[src/common/pid_pkg.sv]
package pid_pkg;

    // ----------------------------------------
    // Host write port
    // ----------------------------------------

    // Address and data widths of the config write port
    localparam int W_WR_ADDR = 8;
    localparam int W_WR_DATA = 32;

    // Write address map, one register per channel at each address
    // Setpoint, signed sample units
    localparam logic [W_WR_ADDR-1:0] PID_SETPOINT_ADDR  = W_WR_ADDR'(0);
    // Proportional gain
    localparam logic [W_WR_ADDR-1:0] PID_P_COEF_ADDR    = W_WR_ADDR'(1);
    // Integral gain
    localparam logic [W_WR_ADDR-1:0] PID_I_COEF_ADDR    = W_WR_ADDR'(2);
    // Derivative gain
    localparam logic [W_WR_ADDR-1:0] PID_D_COEF_ADDR    = W_WR_ADDR'(3);
    // Bit 0 set flips the error sign (bitwise inverted)
    localparam logic [W_WR_ADDR-1:0] PID_INV_ERROR_ADDR = W_WR_ADDR'(4);
    // Writing 1 flushes the channel and wipes its history
    localparam logic [W_WR_ADDR-1:0] PID_CLR_RQST_ADDR  = W_WR_ADDR'(5);

    // ----------------------------------------
    // Default sizes
    // ----------------------------------------

    // Number of sample channels
    localparam int DEF_N_CHAN = 4;
    // Signed sample width
    localparam int DEF_W_DIN = 16;
    // Signed P, I, D width
    localparam int DEF_W_PID_COEFS = 16;
    // Signed saturated output width
    localparam int DEF_W_DOUT = 32;

endpackage

[src/hdl/pid_cfg_regs.sv]
`timescale 1ns/100ps

module pid_cfg_regs #(
    parameter int N_CHAN = pid_pkg::DEF_N_CHAN,
    parameter int W_DIN = pid_pkg::DEF_W_DIN,
    parameter int W_PID_COEFS = pid_pkg::DEF_W_PID_COEFS,
    localparam int W_CHAN = (N_CHAN > 1) ? $clog2(N_CHAN) : 1
) (
    input  logic clk_in,
    input  logic rst_n,
    // Host write port
    input  logic wr_en,
    input  logic [pid_pkg::W_WR_ADDR-1:0] wr_addr,
    input  logic [W_CHAN-1:0] wr_chan,
    input  logic [pid_pkg::W_WR_DATA-1:0] wr_data,
    // Channel being granted toward the filter
    input  logic [W_CHAN-1:0] chan_in,
    // Config of that channel, one cycle later
    output logic signed [W_DIN-1:0] setpoint,
    output logic signed [W_PID_COEFS-1:0] p_coef,
    output logic signed [W_PID_COEFS-1:0] i_coef,
    output logic signed [W_PID_COEFS-1:0] d_coef,
    output logic inv_error,
    // One-cycle flush pulse per channel
    output logic [N_CHAN-1:0] clr_rqst
);
    import pid_pkg::*;

    // Per-channel storage
    logic signed [W_DIN-1:0] setpoint_mem [N_CHAN];
    logic signed [W_PID_COEFS-1:0] p_coef_mem [N_CHAN];
    logic signed [W_PID_COEFS-1:0] i_coef_mem [N_CHAN];
    logic signed [W_PID_COEFS-1:0] d_coef_mem [N_CHAN];
    logic [N_CHAN-1:0] inv_error_mem;

    // ----------------------------------------
    // Host writes
    // ----------------------------------------
    always_ff @(posedge clk_in or negedge rst_n) begin
        if (!rst_n) begin
            for (int i = 0; i < N_CHAN; i++) begin
                setpoint_mem[i] <= '0;
                p_coef_mem[i] <= '0;
                i_coef_mem[i] <= '0;
                d_coef_mem[i] <= '0;
            end
            inv_error_mem <= '0;
        end else if (wr_en) begin
            // Low bits of the data word only
            case (wr_addr)
                PID_SETPOINT_ADDR:  setpoint_mem[wr_chan] <= wr_data[W_DIN-1:0];
                PID_P_COEF_ADDR:    p_coef_mem[wr_chan] <= wr_data[W_PID_COEFS-1:0];
                PID_I_COEF_ADDR:    i_coef_mem[wr_chan] <= wr_data[W_PID_COEFS-1:0];
                PID_D_COEF_ADDR:    d_coef_mem[wr_chan] <= wr_data[W_PID_COEFS-1:0];
                PID_INV_ERROR_ADDR: inv_error_mem[wr_chan] <= wr_data[0];
                default: ;
            endcase
        end
    end

    // Clear request, self-clearing after one cycle
    always_ff @(posedge clk_in or negedge rst_n) begin
        if (!rst_n) begin
            clr_rqst <= '0;
        end else begin
            clr_rqst <= '0;
            if (wr_en && (wr_addr == PID_CLR_RQST_ADDR) && wr_data[0]) begin
                clr_rqst[wr_chan] <= 1'b1;
            end
        end
    end

    // ----------------------------------------
    // Fetch for filter stage 1
    // ----------------------------------------
    always_ff @(posedge clk_in) begin
        setpoint <= setpoint_mem[chan_in];
        p_coef <= p_coef_mem[chan_in];
        i_coef <= i_coef_mem[chan_in];
        d_coef <= d_coef_mem[chan_in];
        inv_error <= inv_error_mem[chan_in];
    end

endmodule

[src/hdl/chan_arbiter.sv]
`timescale 1ns/100ps

module chan_arbiter #(
    parameter int N_CHAN = pid_pkg::DEF_N_CHAN,
    parameter int W_DIN = pid_pkg::DEF_W_DIN,
    localparam int W_CHAN = (N_CHAN > 1) ? $clog2(N_CHAN) : 1
) (
    input  logic clk_in,
    input  logic rst_n,
    // Sample sources
    input  logic [N_CHAN-1:0] sample_valid,
    input  logic [N_CHAN-1:0][W_DIN-1:0] sample_data,
    output logic [N_CHAN-1:0] sample_ready,
    // Stream toward the filter
    output logic dv_in,
    output logic [W_CHAN-1:0] chan_in,
    output logic signed [W_DIN-1:0] data_in
);
    // One pending sample per channel
    logic [N_CHAN-1:0] pend_valid;
    logic [W_DIN-1:0] pend_data [N_CHAN];
    logic [N_CHAN-1:0] capture;

    // Round-robin state
    logic [W_CHAN-1:0] last_grant;
    logic grant_found;
    logic [W_CHAN-1:0] grant_idx;
    logic [N_CHAN-1:0] grant_mask;

    // Ready means the holder is empty
    assign sample_ready = ~pend_valid;
    // Strobes while full are dropped
    assign capture = sample_valid & sample_ready;

    // Search starts just after the last winner
    always_comb begin
        int idx;
        grant_found = 1'b0;
        grant_idx = last_grant;
        for (int k = 1; k <= N_CHAN; k++) begin
            idx = int'(last_grant) + k;
            if (idx >= N_CHAN) begin
                idx = idx - N_CHAN;
            end
            if (!grant_found && pend_valid[idx]) begin
                grant_found = 1'b1;
                grant_idx = W_CHAN'(idx);
            end
        end
    end

    assign grant_mask = grant_found ? (N_CHAN'(1) << grant_idx) : '0;

    // ----------------------------------------
    // Holders
    // ----------------------------------------
    always_ff @(posedge clk_in or negedge rst_n) begin
        if (!rst_n) begin
            pend_valid <= '0;
        end else begin
            // Grant and capture never hit the same holder
            pend_valid <= (pend_valid & ~grant_mask) | capture;
        end
    end

    always_ff @(posedge clk_in) begin
        for (int i = 0; i < N_CHAN; i++) begin
            if (capture[i]) begin
                pend_data[i] <= sample_data[i];
            end
        end
    end

    // ----------------------------------------
    // Registered grant stream
    // ----------------------------------------
    always_ff @(posedge clk_in or negedge rst_n) begin
        if (!rst_n) begin
            dv_in <= 1'b0;
            // Channel 0 wins first
            last_grant <= W_CHAN'(N_CHAN - 1);
        end else begin
            dv_in <= grant_found;
            if (grant_found) begin
                last_grant <= grant_idx;
            end
        end
    end

    always_ff @(posedge clk_in) begin
        chan_in <= grant_idx;
        data_in <= pend_data[grant_idx];
    end

endmodule

[src/pid_filter/pid_filter.sv]
`timescale 1ns/100ps

module pid_filter #(
    parameter int N_CHAN = pid_pkg::DEF_N_CHAN,
    parameter int W_DIN = pid_pkg::DEF_W_DIN,
    parameter int W_PID_COEFS = pid_pkg::DEF_W_PID_COEFS,
    parameter int W_DOUT = pid_pkg::DEF_W_DOUT,
    localparam int W_CHAN = (N_CHAN > 1) ? $clog2(N_CHAN) : 1
) (
    input  logic clk_in,
    input  logic rst_n,
    // Sample stream from the arbiter
    input  logic dv_in,
    input  logic [W_CHAN-1:0] chan_in,
    input  logic signed [W_DIN-1:0] data_in,
    // Config, aligned with stage 1
    input  logic signed [W_DIN-1:0] setpoint,
    input  logic signed [W_PID_COEFS-1:0] p_coef,
    input  logic signed [W_PID_COEFS-1:0] i_coef,
    input  logic signed [W_PID_COEFS-1:0] d_coef,
    input  logic inv_error,
    input  logic [N_CHAN-1:0] clr_rqst,
    // Result
    output logic dv_out,
    output logic [W_CHAN-1:0] chan_out,
    output logic signed [W_DOUT-1:0] data_out
);
    // Internal widths, grown to avoid overflow before saturation
    localparam int W_ERROR = W_DIN + 1;
    localparam int W_K_COEFS = W_PID_COEFS + 2;
    localparam int W_CE_PROD = W_K_COEFS + W_ERROR;
    localparam int W_DELTA = W_CE_PROD + 2;
    localparam int W_DOUT_UC = ((W_DOUT > W_DELTA) ? W_DOUT : W_DELTA) + 1;

    // Signed output limits
    localparam logic signed [W_DOUT-1:0] MAX_DOUT = {1'b0, {(W_DOUT - 1){1'b1}}};
    localparam logic signed [W_DOUT-1:0] MIN_DOUT = {1'b1, {(W_DOUT - 1){1'b0}}};

    // Per-channel history
    logic signed [W_ERROR-1:0] error_prev1_mem [N_CHAN];
    logic signed [W_ERROR-1:0] error_prev2_mem [N_CHAN];
    logic signed [W_DOUT-1:0] dout_prev_mem [N_CHAN];

    // Valid flags and channel tags down the pipe
    logic dv_p1, dv_p2, dv_p3, dv_p4, dv_p5, dv_p6;
    logic [W_CHAN-1:0] chan_p1, chan_p2, chan_p3, chan_p4, chan_p5, chan_p6;

    // Stage payloads
    logic signed [W_DIN-1:0] din_p1;
    logic signed [W_ERROR-1:0] error_raw;
    logic signed [W_ERROR-1:0] error_p2, error_prev1_p2, error_prev2_p2;
    logic signed [W_K_COEFS-1:0] k1_p2, k2_p2, k3_p2;
    logic signed [W_CE_PROD-1:0] ce_prod1_p3, ce_prod2_p3, ce_prod3_p3;
    logic signed [W_DELTA-1:0] delta_p4;
    logic signed [W_DOUT-1:0] dout_prev_fwd, dout_prev_p4;
    logic signed [W_DOUT_UC-1:0] dout_uc;
    logic signed [W_DOUT-1:0] dout_p5, dout_p6;

    // ----------------------------------------
    // Valid flags with per-channel flush
    // ----------------------------------------
    always_ff @(posedge clk_in or negedge rst_n) begin
        if (!rst_n) begin
            dv_p1 <= 1'b0;
            dv_p2 <= 1'b0;
            dv_p3 <= 1'b0;
            dv_p4 <= 1'b0;
            dv_p5 <= 1'b0;
            dv_p6 <= 1'b0;
        end else begin
            // Item dies if its channel is being cleared
            dv_p1 <= dv_in && !clr_rqst[chan_in];
            dv_p2 <= dv_p1 && !clr_rqst[chan_p1];
            dv_p3 <= dv_p2 && !clr_rqst[chan_p2];
            dv_p4 <= dv_p3 && !clr_rqst[chan_p3];
            dv_p5 <= dv_p4 && !clr_rqst[chan_p4];
            dv_p6 <= dv_p5 && !clr_rqst[chan_p5];
        end
    end

    // Stage 1, input register; config arrives from the fetch
    always_ff @(posedge clk_in) begin
        chan_p1 <= chan_in;
        din_p1 <= data_in;
    end

    // ----------------------------------------
    // Stage 2, error and k coefficients
    // ----------------------------------------
    assign error_raw = setpoint - din_p1;

    always_ff @(posedge clk_in) begin
        chan_p2 <= chan_p1;
        error_p2 <= inv_error ? ~error_raw : error_raw;
        // Velocity form coefficients
        k1_p2 <= p_coef + i_coef + d_coef;
        k2_p2 <= -p_coef - (d_coef <<< 1);
        k3_p2 <= d_coef;
        // e[n-1], e[n-2]
        error_prev1_p2 <= error_prev1_mem[chan_p1];
        error_prev2_p2 <= error_prev2_mem[chan_p1];
    end

    // Stage 3, coefficient times error
    always_ff @(posedge clk_in) begin
        chan_p3 <= chan_p2;
        ce_prod1_p3 <= k1_p2 * error_p2;
        ce_prod2_p3 <= k2_p2 * error_prev1_p2;
        ce_prod3_p3 <= k3_p2 * error_prev2_p2;
    end

    // ----------------------------------------
    // Stage 4, delta and previous output
    // ----------------------------------------
    // Same channel two grants apart is still in stage 5 here
    assign dout_prev_fwd = (dv_p5 && (chan_p5 == chan_p3)) ? dout_p5
                                                           : dout_prev_mem[chan_p3];

    always_ff @(posedge clk_in) begin
        chan_p4 <= chan_p3;
        delta_p4 <= ce_prod1_p3 + ce_prod2_p3 + ce_prod3_p3;
        dout_prev_p4 <= dout_prev_fwd;
    end

    // Stage 5, accumulate and clamp
    assign dout_uc = dout_prev_p4 + delta_p4;

    always_ff @(posedge clk_in) begin
        chan_p5 <= chan_p4;
        if (dout_uc > MAX_DOUT) begin
            dout_p5 <= MAX_DOUT;
        end else if (dout_uc < MIN_DOUT) begin
            dout_p5 <= MIN_DOUT;
        end else begin
            dout_p5 <= dout_uc[W_DOUT-1:0];
        end
    end

    // Stage 6, output register
    always_ff @(posedge clk_in) begin
        chan_p6 <= chan_p5;
        dout_p6 <= dout_p5;
    end

    // ----------------------------------------
    // History writeback and clear
    // ----------------------------------------
    always_ff @(posedge clk_in or negedge rst_n) begin
        if (!rst_n) begin
            for (int i = 0; i < N_CHAN; i++) begin
                error_prev1_mem[i] <= '0;
                error_prev2_mem[i] <= '0;
                dout_prev_mem[i] <= '0;
            end
        end else begin
            // Error history shifts as stage 2 moves on
            if (dv_p2) begin
                error_prev1_mem[chan_p2] <= error_p2;
                error_prev2_mem[chan_p2] <= error_prev1_p2;
            end
            // Clamped output becomes next y[n-1]
            if (dv_p5) begin
                dout_prev_mem[chan_p5] <= dout_p5;
            end
            // Clear wins over writeback
            for (int i = 0; i < N_CHAN; i++) begin
                if (clr_rqst[i]) begin
                    error_prev1_mem[i] <= '0;
                    error_prev2_mem[i] <= '0;
                    dout_prev_mem[i] <= '0;
                end
            end
        end
    end

    assign dv_out = dv_p6;
    assign chan_out = chan_p6;
    assign data_out = dout_p6;

endmodule

[src/hdl/pid_top.sv]
`timescale 1ns/100ps

module pid_top #(
    parameter int N_CHAN = pid_pkg::DEF_N_CHAN,
    parameter int W_DIN = pid_pkg::DEF_W_DIN,
    parameter int W_PID_COEFS = pid_pkg::DEF_W_PID_COEFS,
    parameter int W_DOUT = pid_pkg::DEF_W_DOUT,
    localparam int W_CHAN = (N_CHAN > 1) ? $clog2(N_CHAN) : 1
) (
    input  logic clk_in,
    input  logic rst_n,
    // Sample sources
    input  logic [N_CHAN-1:0] sample_valid,
    input  logic [N_CHAN-1:0][W_DIN-1:0] sample_data,
    output logic [N_CHAN-1:0] sample_ready,
    // Host config writes
    input  logic wr_en,
    input  logic [pid_pkg::W_WR_ADDR-1:0] wr_addr,
    input  logic [W_CHAN-1:0] wr_chan,
    input  logic [pid_pkg::W_WR_DATA-1:0] wr_data,
    // Controller output
    output logic dv_out,
    output logic [W_CHAN-1:0] chan_out,
    output logic signed [W_DOUT-1:0] data_out
);
    // Arbiter stream, also the config fetch channel
    logic dv_in;
    logic [W_CHAN-1:0] chan_in;
    logic signed [W_DIN-1:0] data_in;

    // Fetched config and clear pulses
    logic signed [W_DIN-1:0] setpoint;
    logic signed [W_PID_COEFS-1:0] p_coef;
    logic signed [W_PID_COEFS-1:0] i_coef;
    logic signed [W_PID_COEFS-1:0] d_coef;
    logic inv_error;
    logic [N_CHAN-1:0] clr_rqst;

    chan_arbiter #(
        .N_CHAN(N_CHAN),
        .W_DIN(W_DIN)
    ) u_arbiter (
        .clk_in(clk_in),
        .rst_n(rst_n),
        .sample_valid(sample_valid),
        .sample_data(sample_data),
        .sample_ready(sample_ready),
        .dv_in(dv_in),
        .chan_in(chan_in),
        .data_in(data_in)
    );

    pid_cfg_regs #(
        .N_CHAN(N_CHAN),
        .W_DIN(W_DIN),
        .W_PID_COEFS(W_PID_COEFS)
    ) u_cfg_regs (
        .clk_in(clk_in),
        .rst_n(rst_n),
        .wr_en(wr_en),
        .wr_addr(wr_addr),
        .wr_chan(wr_chan),
        .wr_data(wr_data),
        .chan_in(chan_in),
        .setpoint(setpoint),
        .p_coef(p_coef),
        .i_coef(i_coef),
        .d_coef(d_coef),
        .inv_error(inv_error),
        .clr_rqst(clr_rqst)
    );

    pid_filter #(
        .N_CHAN(N_CHAN),
        .W_DIN(W_DIN),
        .W_PID_COEFS(W_PID_COEFS),
        .W_DOUT(W_DOUT)
    ) u_filter (
        .clk_in(clk_in),
        .rst_n(rst_n),
        .dv_in(dv_in),
        .chan_in(chan_in),
        .data_in(data_in),
        .setpoint(setpoint),
        .p_coef(p_coef),
        .i_coef(i_coef),
        .d_coef(d_coef),
        .inv_error(inv_error),
        .clr_rqst(clr_rqst),
        .dv_out(dv_out),
        .chan_out(chan_out),
        .data_out(data_out)
    );

endmodule

[config.mk]
export PLATFORM = sky130hd
export DESIGN_NAME = pid_top
export DESIGN_NICKNAME = d
export VERILOG_FILES = /design/src/common/pid_pkg.sv /design/src/hdl/pid_cfg_regs.sv /design/src/hdl/chan_arbiter.sv /design/src/pid_filter/pid_filter.sv /design/src/hdl/pid_top.sv
export SDC_FILE = /design/constraint.sdc
export NUM_CORES = 2
export LEC_CHECK = 0
export ABC_AREA = 1
export BUFFER_PORTS_ARGS = -buffer_cell sky130_fd_sc_hd__buf_2
export CORE_MARGIN = 2
export CORE_UTILIZATION = 60
export CTS_BUF_LIST = sky130_fd_sc_hd__clkbuf_4
export DETAILED_ROUTE_END_ITERATION = 8
export PLACE_DENSITY = 0.88
export SLEW_MARGIN = 20
export SYNTH_ARGS = -nofsm -noshare
export SYNTH_HDL_FRONTEND = slang
export SYNTH_SLANG_ARGS = --single-unit
[constraint.sdc]
create_clock -name clk_in -period 6.3 [get_ports clk_in]
set_input_delay 0.63 -clock clk_in [delete_from_list [all_inputs] [get_ports clk_in]]
set_output_delay 0.63 -clock clk_in [all_outputs]
set_load 0.005 [all_outputs]
* After elaboration in Yosys (flattened, before gate mapping)
Memories as Yosys holds them, arrays and structs flattened. A register that Yosys moved wholly into a read port is not among the register bits.
Index checks and enable logic that the tools add are counted.
** Storage, ports and cells
- Bits in latches :: 0
- Bits in read-only memories :: 0
- RAM bits :: 64
- Logic and storage cells :: 273
- Register bits after elaboration :: 977
- Memories kept :: 1
- Bits of input ports :: 113
** Memory list
- u_arbiter.pend_data :: words 4, width 16, read ports 1, clocked after memory_dff 1, write ports 4, line chan_arbiter.sv:21 : logic [W_DIN-1:0] pend_data [N_CHAN];
** Cells by class
- Order comparisons :: 27
- Divide/modulo/power cells :: 0
- Bitwise gates (word level) :: 12
- Reductions and logical operators :: 39
- Add/subtract/negate cells :: 16
- Multipliers :: 3
- Shift operators :: 1
- Eq/ne operators :: 6
- Muxes and demuxes :: 103
** Operator list (number)
- $mux W32 :: 13
- $bwmux W64 :: 4
- $mux W17 :: 14
- $mux W16 :: 9
- $bwmux W68 :: 2
- $mux W68 :: 2
- $bmux W16 S2 :: 4
- $bwmux W128 :: 1
- $ge A32 B4 Y1 const B :: 4
- $lt A32 B4 Y1 const B :: 4
- $mux W128 :: 1
- $sub A32 B4 Y32 const B :: 4
- $mul A18 B17 Y35 :: 2
- $bmux W17 S2 :: 2
- $bmux W32 S2 :: 1
- $demux W32 S2 :: 1
- $add A32 B37 Y38 :: 1
- $gt A38 B32 Y1 const B :: 1
- $lt A38 B32 Y1 const B :: 1
- $add A36 B35 Y37 :: 1
- $add A35 B35 Y36 :: 1
- $demux W17 S2 :: 1
- $mul A16 B17 Y33 :: 1
- $demux W16 S2 :: 1
- 33 further kinds :: 131

* Logic depth before layout (Yosys ltp)
- Word-level depth :: 21
- Mapped depth :: 29
- Mapped depth without buffers :: 27

* By module
A second synthesis with hierarchy kept.
** Second synthesis, totals
- Cell total of the unflattened synthesis :: 9526
- Area, all modules :: 80243.2 µm²
** Modules (own cells, without submodules)
- pid_filter :: times used 1, area an instance 62467.4 µm², cells each 7512, seq. area each 14103.5 µm²
- pid_cfg_regs :: times used 1, area an instance 14041.0 µm², cells each 1664, seq. area each 7907.6 µm²
- chan_arbiter :: times used 1, area an instance 3734.8 µm², cells each 350, seq. area each 2459.9 µm²

* Worst setup path before layout
OpenSTA, ideal clock, no wires.
- Kind :: flip-flop to flip-flop
- From :: register u_filter.error_p2[3]
- To :: register u_filter.ce_prod1_p3[34]
- Stages on the path, launching flop included :: 20
- Path buffers :: 2
- Clock period less this slack :: 5721 ps
- Library setup time :: 123 ps
- Path slack :: 579 ps
- Data arrival time :: 5598 ps
- Cells stage by stage :: dfxtp_1 -> clkbuf_1 -> clkbuf_1 -> nand2_1 -> fa_1 -> inv_1 -> fa_1 -> fa_1 -> fa_1 -> fa_1 -> inv_1 -> fa_1 -> inv_1 -> ha_1 -> nand2_1 -> nor4_1 -> nand3_1 -> nand3_1 -> a21oi_1 -> xor2_1
** Between the ends
- Word-level cells in the longest chain between the ends :: 1
** Ends and longest elaborated chain
- from (decl) :: line pid_filter.sv:51 : logic signed [W_ERROR-1:0] error_p2, error_prev1_p2, error_prev2_p2;
- from (signal assigned) :: line pid_filter.sv:94 : error_p2 <= inv_error ? ~error_raw : error_raw;
- $mul A18 B17 Y35 :: line pid_filter.sv:107 : ce_prod1_p3 <= k1_p2 * error_p2;
- to (signal assigned) :: line pid_filter.sv:107
- to (decl) :: line pid_filter.sv:53 : logic signed [W_CE_PROD-1:0] ce_prod1_p3, ce_prod2_p3, ce_prod3_p3;
No other way between the ends.
A chain may end at the register's enable or synchronous reset.

* Worst setup path after layout
- From :: register u_filter.k2_p2[3]
- To :: register u_filter.ce_prod2_p3[19]
** Between the ends
- Word-level cells in the longest chain between the ends :: 1
** Ends and longest elaborated chain
- from (decl) :: line pid_filter.sv:52 : logic signed [W_K_COEFS-1:0] k1_p2, k2_p2, k3_p2;
- from (signal assigned) :: line pid_filter.sv:97 : k2_p2 <= -p_coef - (d_coef <<< 1);
- $mul A18 B17 Y35 :: line pid_filter.sv:108 : ce_prod2_p3 <= k2_p2 * error_prev1_p2;
- to (signal assigned) :: line pid_filter.sv:108
- to (decl) :: line pid_filter.sv:53
No other way between the ends.

==> reports/qor.csv <==
stage;metric;value;unit
worst_setup_path;critPathLaunchType;flop;
worst_setup_path;crit_family;adder cells;
detailed_routing;post_drt_wl_per_cell;19.4;um
timing;rsz0062_at_grt;no;
synthesis;yosysMostFrequentCell;inv_1;
place;dp_slack;60.9;ps
worst_setup_path;worstSetupEndpointType;flop;
cts;insertion_delay;1280;ps
global_routing;first_global_vias;69000;
worst_setup_path;reg2reg_from;u_filter.k2_p2[3]$_DFF_P_;
cells_and_area;post-route-util;66.0;%
global_routing;antenna_found_initial;10;
floorplan;ios;152;
cells_and_area;fill_cells;9532;
cts;root_buffer;clkbuf_4;
synthesis;synthTopCellsByArea;fa_1 25%, dfrtp_1 17%, dfxtp_1 12%;
synthesis;yosys_warnings;0;
global_routing;grt_max_degree;177;
timing;setup_ws;128;ps
detailed_routing;drt-pass1-iter-count;9;
global_routing;grt_usage;33.6;%
place;post-dp-hpwl;153000;um
cts;post_cts.repair.setup_buffers;0;
synthesis;synth_seq_cells;1055;
worst_hold_path;hold_path_class;input port to flop;
place;gp_congestion;0.992;
cells_and_area;area_growth;9.49;%
worst_setup_path;critPathRequiredTime;7380;ps
global_routing;grt_overflow;0;
floorplan;die_width;364;um
floorplan;core_area;129000;sq um
cts;clock_sinks;1055;
detailed_routing;drt-total-wl;219000;um
worst_setup_path;critPathBufInv;4;
timing;setup_viol;0;
synthesis;synth_top_area_share;24.5;%
synthesis;synthCells;9035;
job;drv_cap;0;
timing;slew-limit-headroom;20.5;%
detailed_routing;vias;64900;
synthesis;synth_edf_count;64;
floorplan;initial_utilization;60.2;%
worst_setup_path;cp.arrival;7250;ps
worst_setup_path;crit_path_frequent_cell;fa_1;
detailed_routing;drtAntennaViolNets;0;
timing;fin_setup_tns;0;ps
timing;max_clock_freq;162;MHz
timing;period_share;98.0;%
worst_setup_path;worstPathMaxFanout;11;
timing;hold_viol_final;0;
cells_and_area;nets;10800;
synthesis;ys_dominant_reg_cell;dfrtp_1;
synthesis;synthTopCellsByCount;1942 x inv_1, 1755 x nand2_1, 954 x fa_1, 727 x o21ai_0, 539 x dfrtp_1;
synthesis;syn_area;77800;sq um
timing;tightest_slew;1190;ps
detailed_routing;drc;0;
worst_setup_path;cp_slowest_cell;dfxtp_1;
place;port_buffers;135;
timing;drv_slew;0;
synthesis;ys_types;59;
cts;ctsHtreeMaxLevel;5;
floorplan;die_h;364;um
synthesis;syn_nets;10500;
synthesis;seq_area_frac_synth;31.5;%
floorplan;rows;132;
synthesis;synth-async-reset-ratio;51.3;%
detailed_routing;vias_per_cell;5.76;
cts;cts_inserted_buffers;280;
timing;clock_skew;140;ps
floorplan;dieArea;133000;sq um
worst_setup_path;cpPeakStageDelay;800;ps
synthesis;avgSynthCellArea;8.61;sq um
cts;clk_pin_slew;80;ps
global_routing;grt_pass1_wl;351000;um
detailed_routing;drt-initial-drc-count;7388;
worst_hold_path;hold_start;sample_data[18];
cells_and_area;drive_gt1_share;8.80;%
timing;min_period;6170;ps
worst_setup_path;path_cells;buf_4 -> nand2_1 -> inv_1 -> fa_1 -> fa_1 -> ha_1 -> fa_1 -> fa_1 -> inv_1 -> fa_1 -> inv_1 -> ha_1 -> nand2_1 -> o21ai_0 -> a21oi_1 -> o31ai_1 -> a31oi_1 -> xnor2_1;
cts;cts.path.max_buffers;4;
worst_setup_path;crit_start;u_filter.k2_p2[3]$_DFF_P_;
cts;cts_tree;yes;
timing;whs;27.1;ps
worst_setup_path;critPathKind;flop to flop;
synthesis;synth_area_leader_cell;fa_1;
outcome;status;complete, no violations;
## through the flow
stage	cell area, sq um	instances
after floorplan	77800	9035
after global routing	85200	11300
after global placement	80300	10600
final	85200	11300
after CTS	85100	11300
after detailed placement	80300	10600
## worst paths after layout
kind                                                           end  slack [ps]  cells after the start
hold / removal                 u_arbiter.pend_data[1][2]$_DFFE_PP_          30                      2
setup reg to reg                  u_filter.ce_prod2_p3[19]$_DFF_P_         130                     18
setup / recovery                  u_filter.ce_prod2_p3[19]$_DFF_P_         130                     18
min in group asynchronous                 u_filter.dv_p5$_DFF_PN0_          60                      2
hold reg to reg                        u_filter.din_p1[11]$_DFF_P_         330                      0
max in group asynchronous  u_cfg_regs.setpoint_mem[62]$_DFFE_PN0P_        4710                      3
## registers in the layout, summed over array words and instances (netlist names), 17 cells and up
| name | count |
|---|---|
| u_filter.error_prev1_p2 | 17 |
| u_filter.ce_prod3_p3 | 33 |
| u_filter.error_p2 | 17 |
| u_arbiter.pend_data | 64 |
| u_cfg_regs.p_coef_mem | 64 |
| u_cfg_regs.setpoint_mem | 64 |
| u_filter.data_out | 32 |
| u_filter.error_prev1_mem | 68 |
| u_filter.ce_prod1_p3 | 35 |
| u_filter.dout_prev_mem | 128 |
| u_filter.dout_p5 | 32 |
| u_filter.k1_p2 | 18 |
| u_filter.k2_p2 | 18 |
| u_filter.dout_prev_p4 | 32 |
| u_filter.ce_prod2_p3 | 35 |
| u_cfg_regs.d_coef_mem | 64 |
| u_filter.error_prev2_p2 | 17 |
| u_filter.error_prev2_mem | 68 |
| u_cfg_regs.i_coef_mem | 64 |
| u_filter.delta_p4 | 37 |
## cell type report
class	instances	area, sq um	share of cell area (%)
clock inverter	71	405	0.476
timing repair buffer	434	3290	3.86
inverter	1950	7320	8.59
clock buffer	412	3090	3.63
antenna	6	15.0	0.0176
tap	1742	2180	2.56
sequential	1055	24500	28.8
multi-input combinational	5598	44400	52.1
## routing by layer
metal / GRT usage (%) / part of all wire [%] / up-vias
met1: 39.1 / 35 / 31000
met2: 55.5 / 47 / 4351
met5: 0 / 0.019 / -
li1: - / - / 28400
met3: 6.76 / 9.7 / 1199
met4: 24.4 / 7.9 / 6
## logic make-up (layout without fill, tap and decap cells)
kind of cell / after synthesis / count (layout) / share of synthesized area [%]
AO/OA/AOI/OAI: 1460 / 1460 / 10.2
XOR/XNOR: 235 / 235 / 2.65
adder cells (fa/ha/maj): 1348 / 1348 / 30.9
buffers and inverters: 2382 / 2867 / 11.6
flip-flops: 1055 / 1055 / 31.5
other: 0 / 6 / 0
AND/OR/NAND/NOR: 2555 / 2555 / 13.2
## layout by cell type, fill, tap and decap left out, types with 8 or more instances in the layout
master	n
a21boi_0	10
a21o_1	15
a21oi_1	301
a31oi_1	52
buf_2	134
buf_4	163
clkbuf_4	412
clkinv_1	48
clkinv_2	17
dfrtp_1	539
dfxtp_1	430
dfxtp_2	19
dlygate4sd3_1	134
edfxtp_1	64
fa_1	954
ha_1	394
inv_1	1938
inv_2	11
nand2_1	1748
nand2_2	13
nand3_1	199
nand4_1	39
nor2_1	448
nor3_1	39
nor4_1	9
o21a_1	14
o21ai_0	726
o21ai_1	19
o21bai_1	13
o221ai_1	8
o22ai_1	263
or2_2	18
xnor2_1	89
xor2_1	145
## what timing repair did
item,CTS,global route
endpoints found under the setup margin,2,15
hold buffers,134,0
resized for setup,1,17
endpoints found under the hold margin,491,0
Power is not shown: default switching activity piles up to over one toggle a cycle in this logic, so the estimate is an artifact.
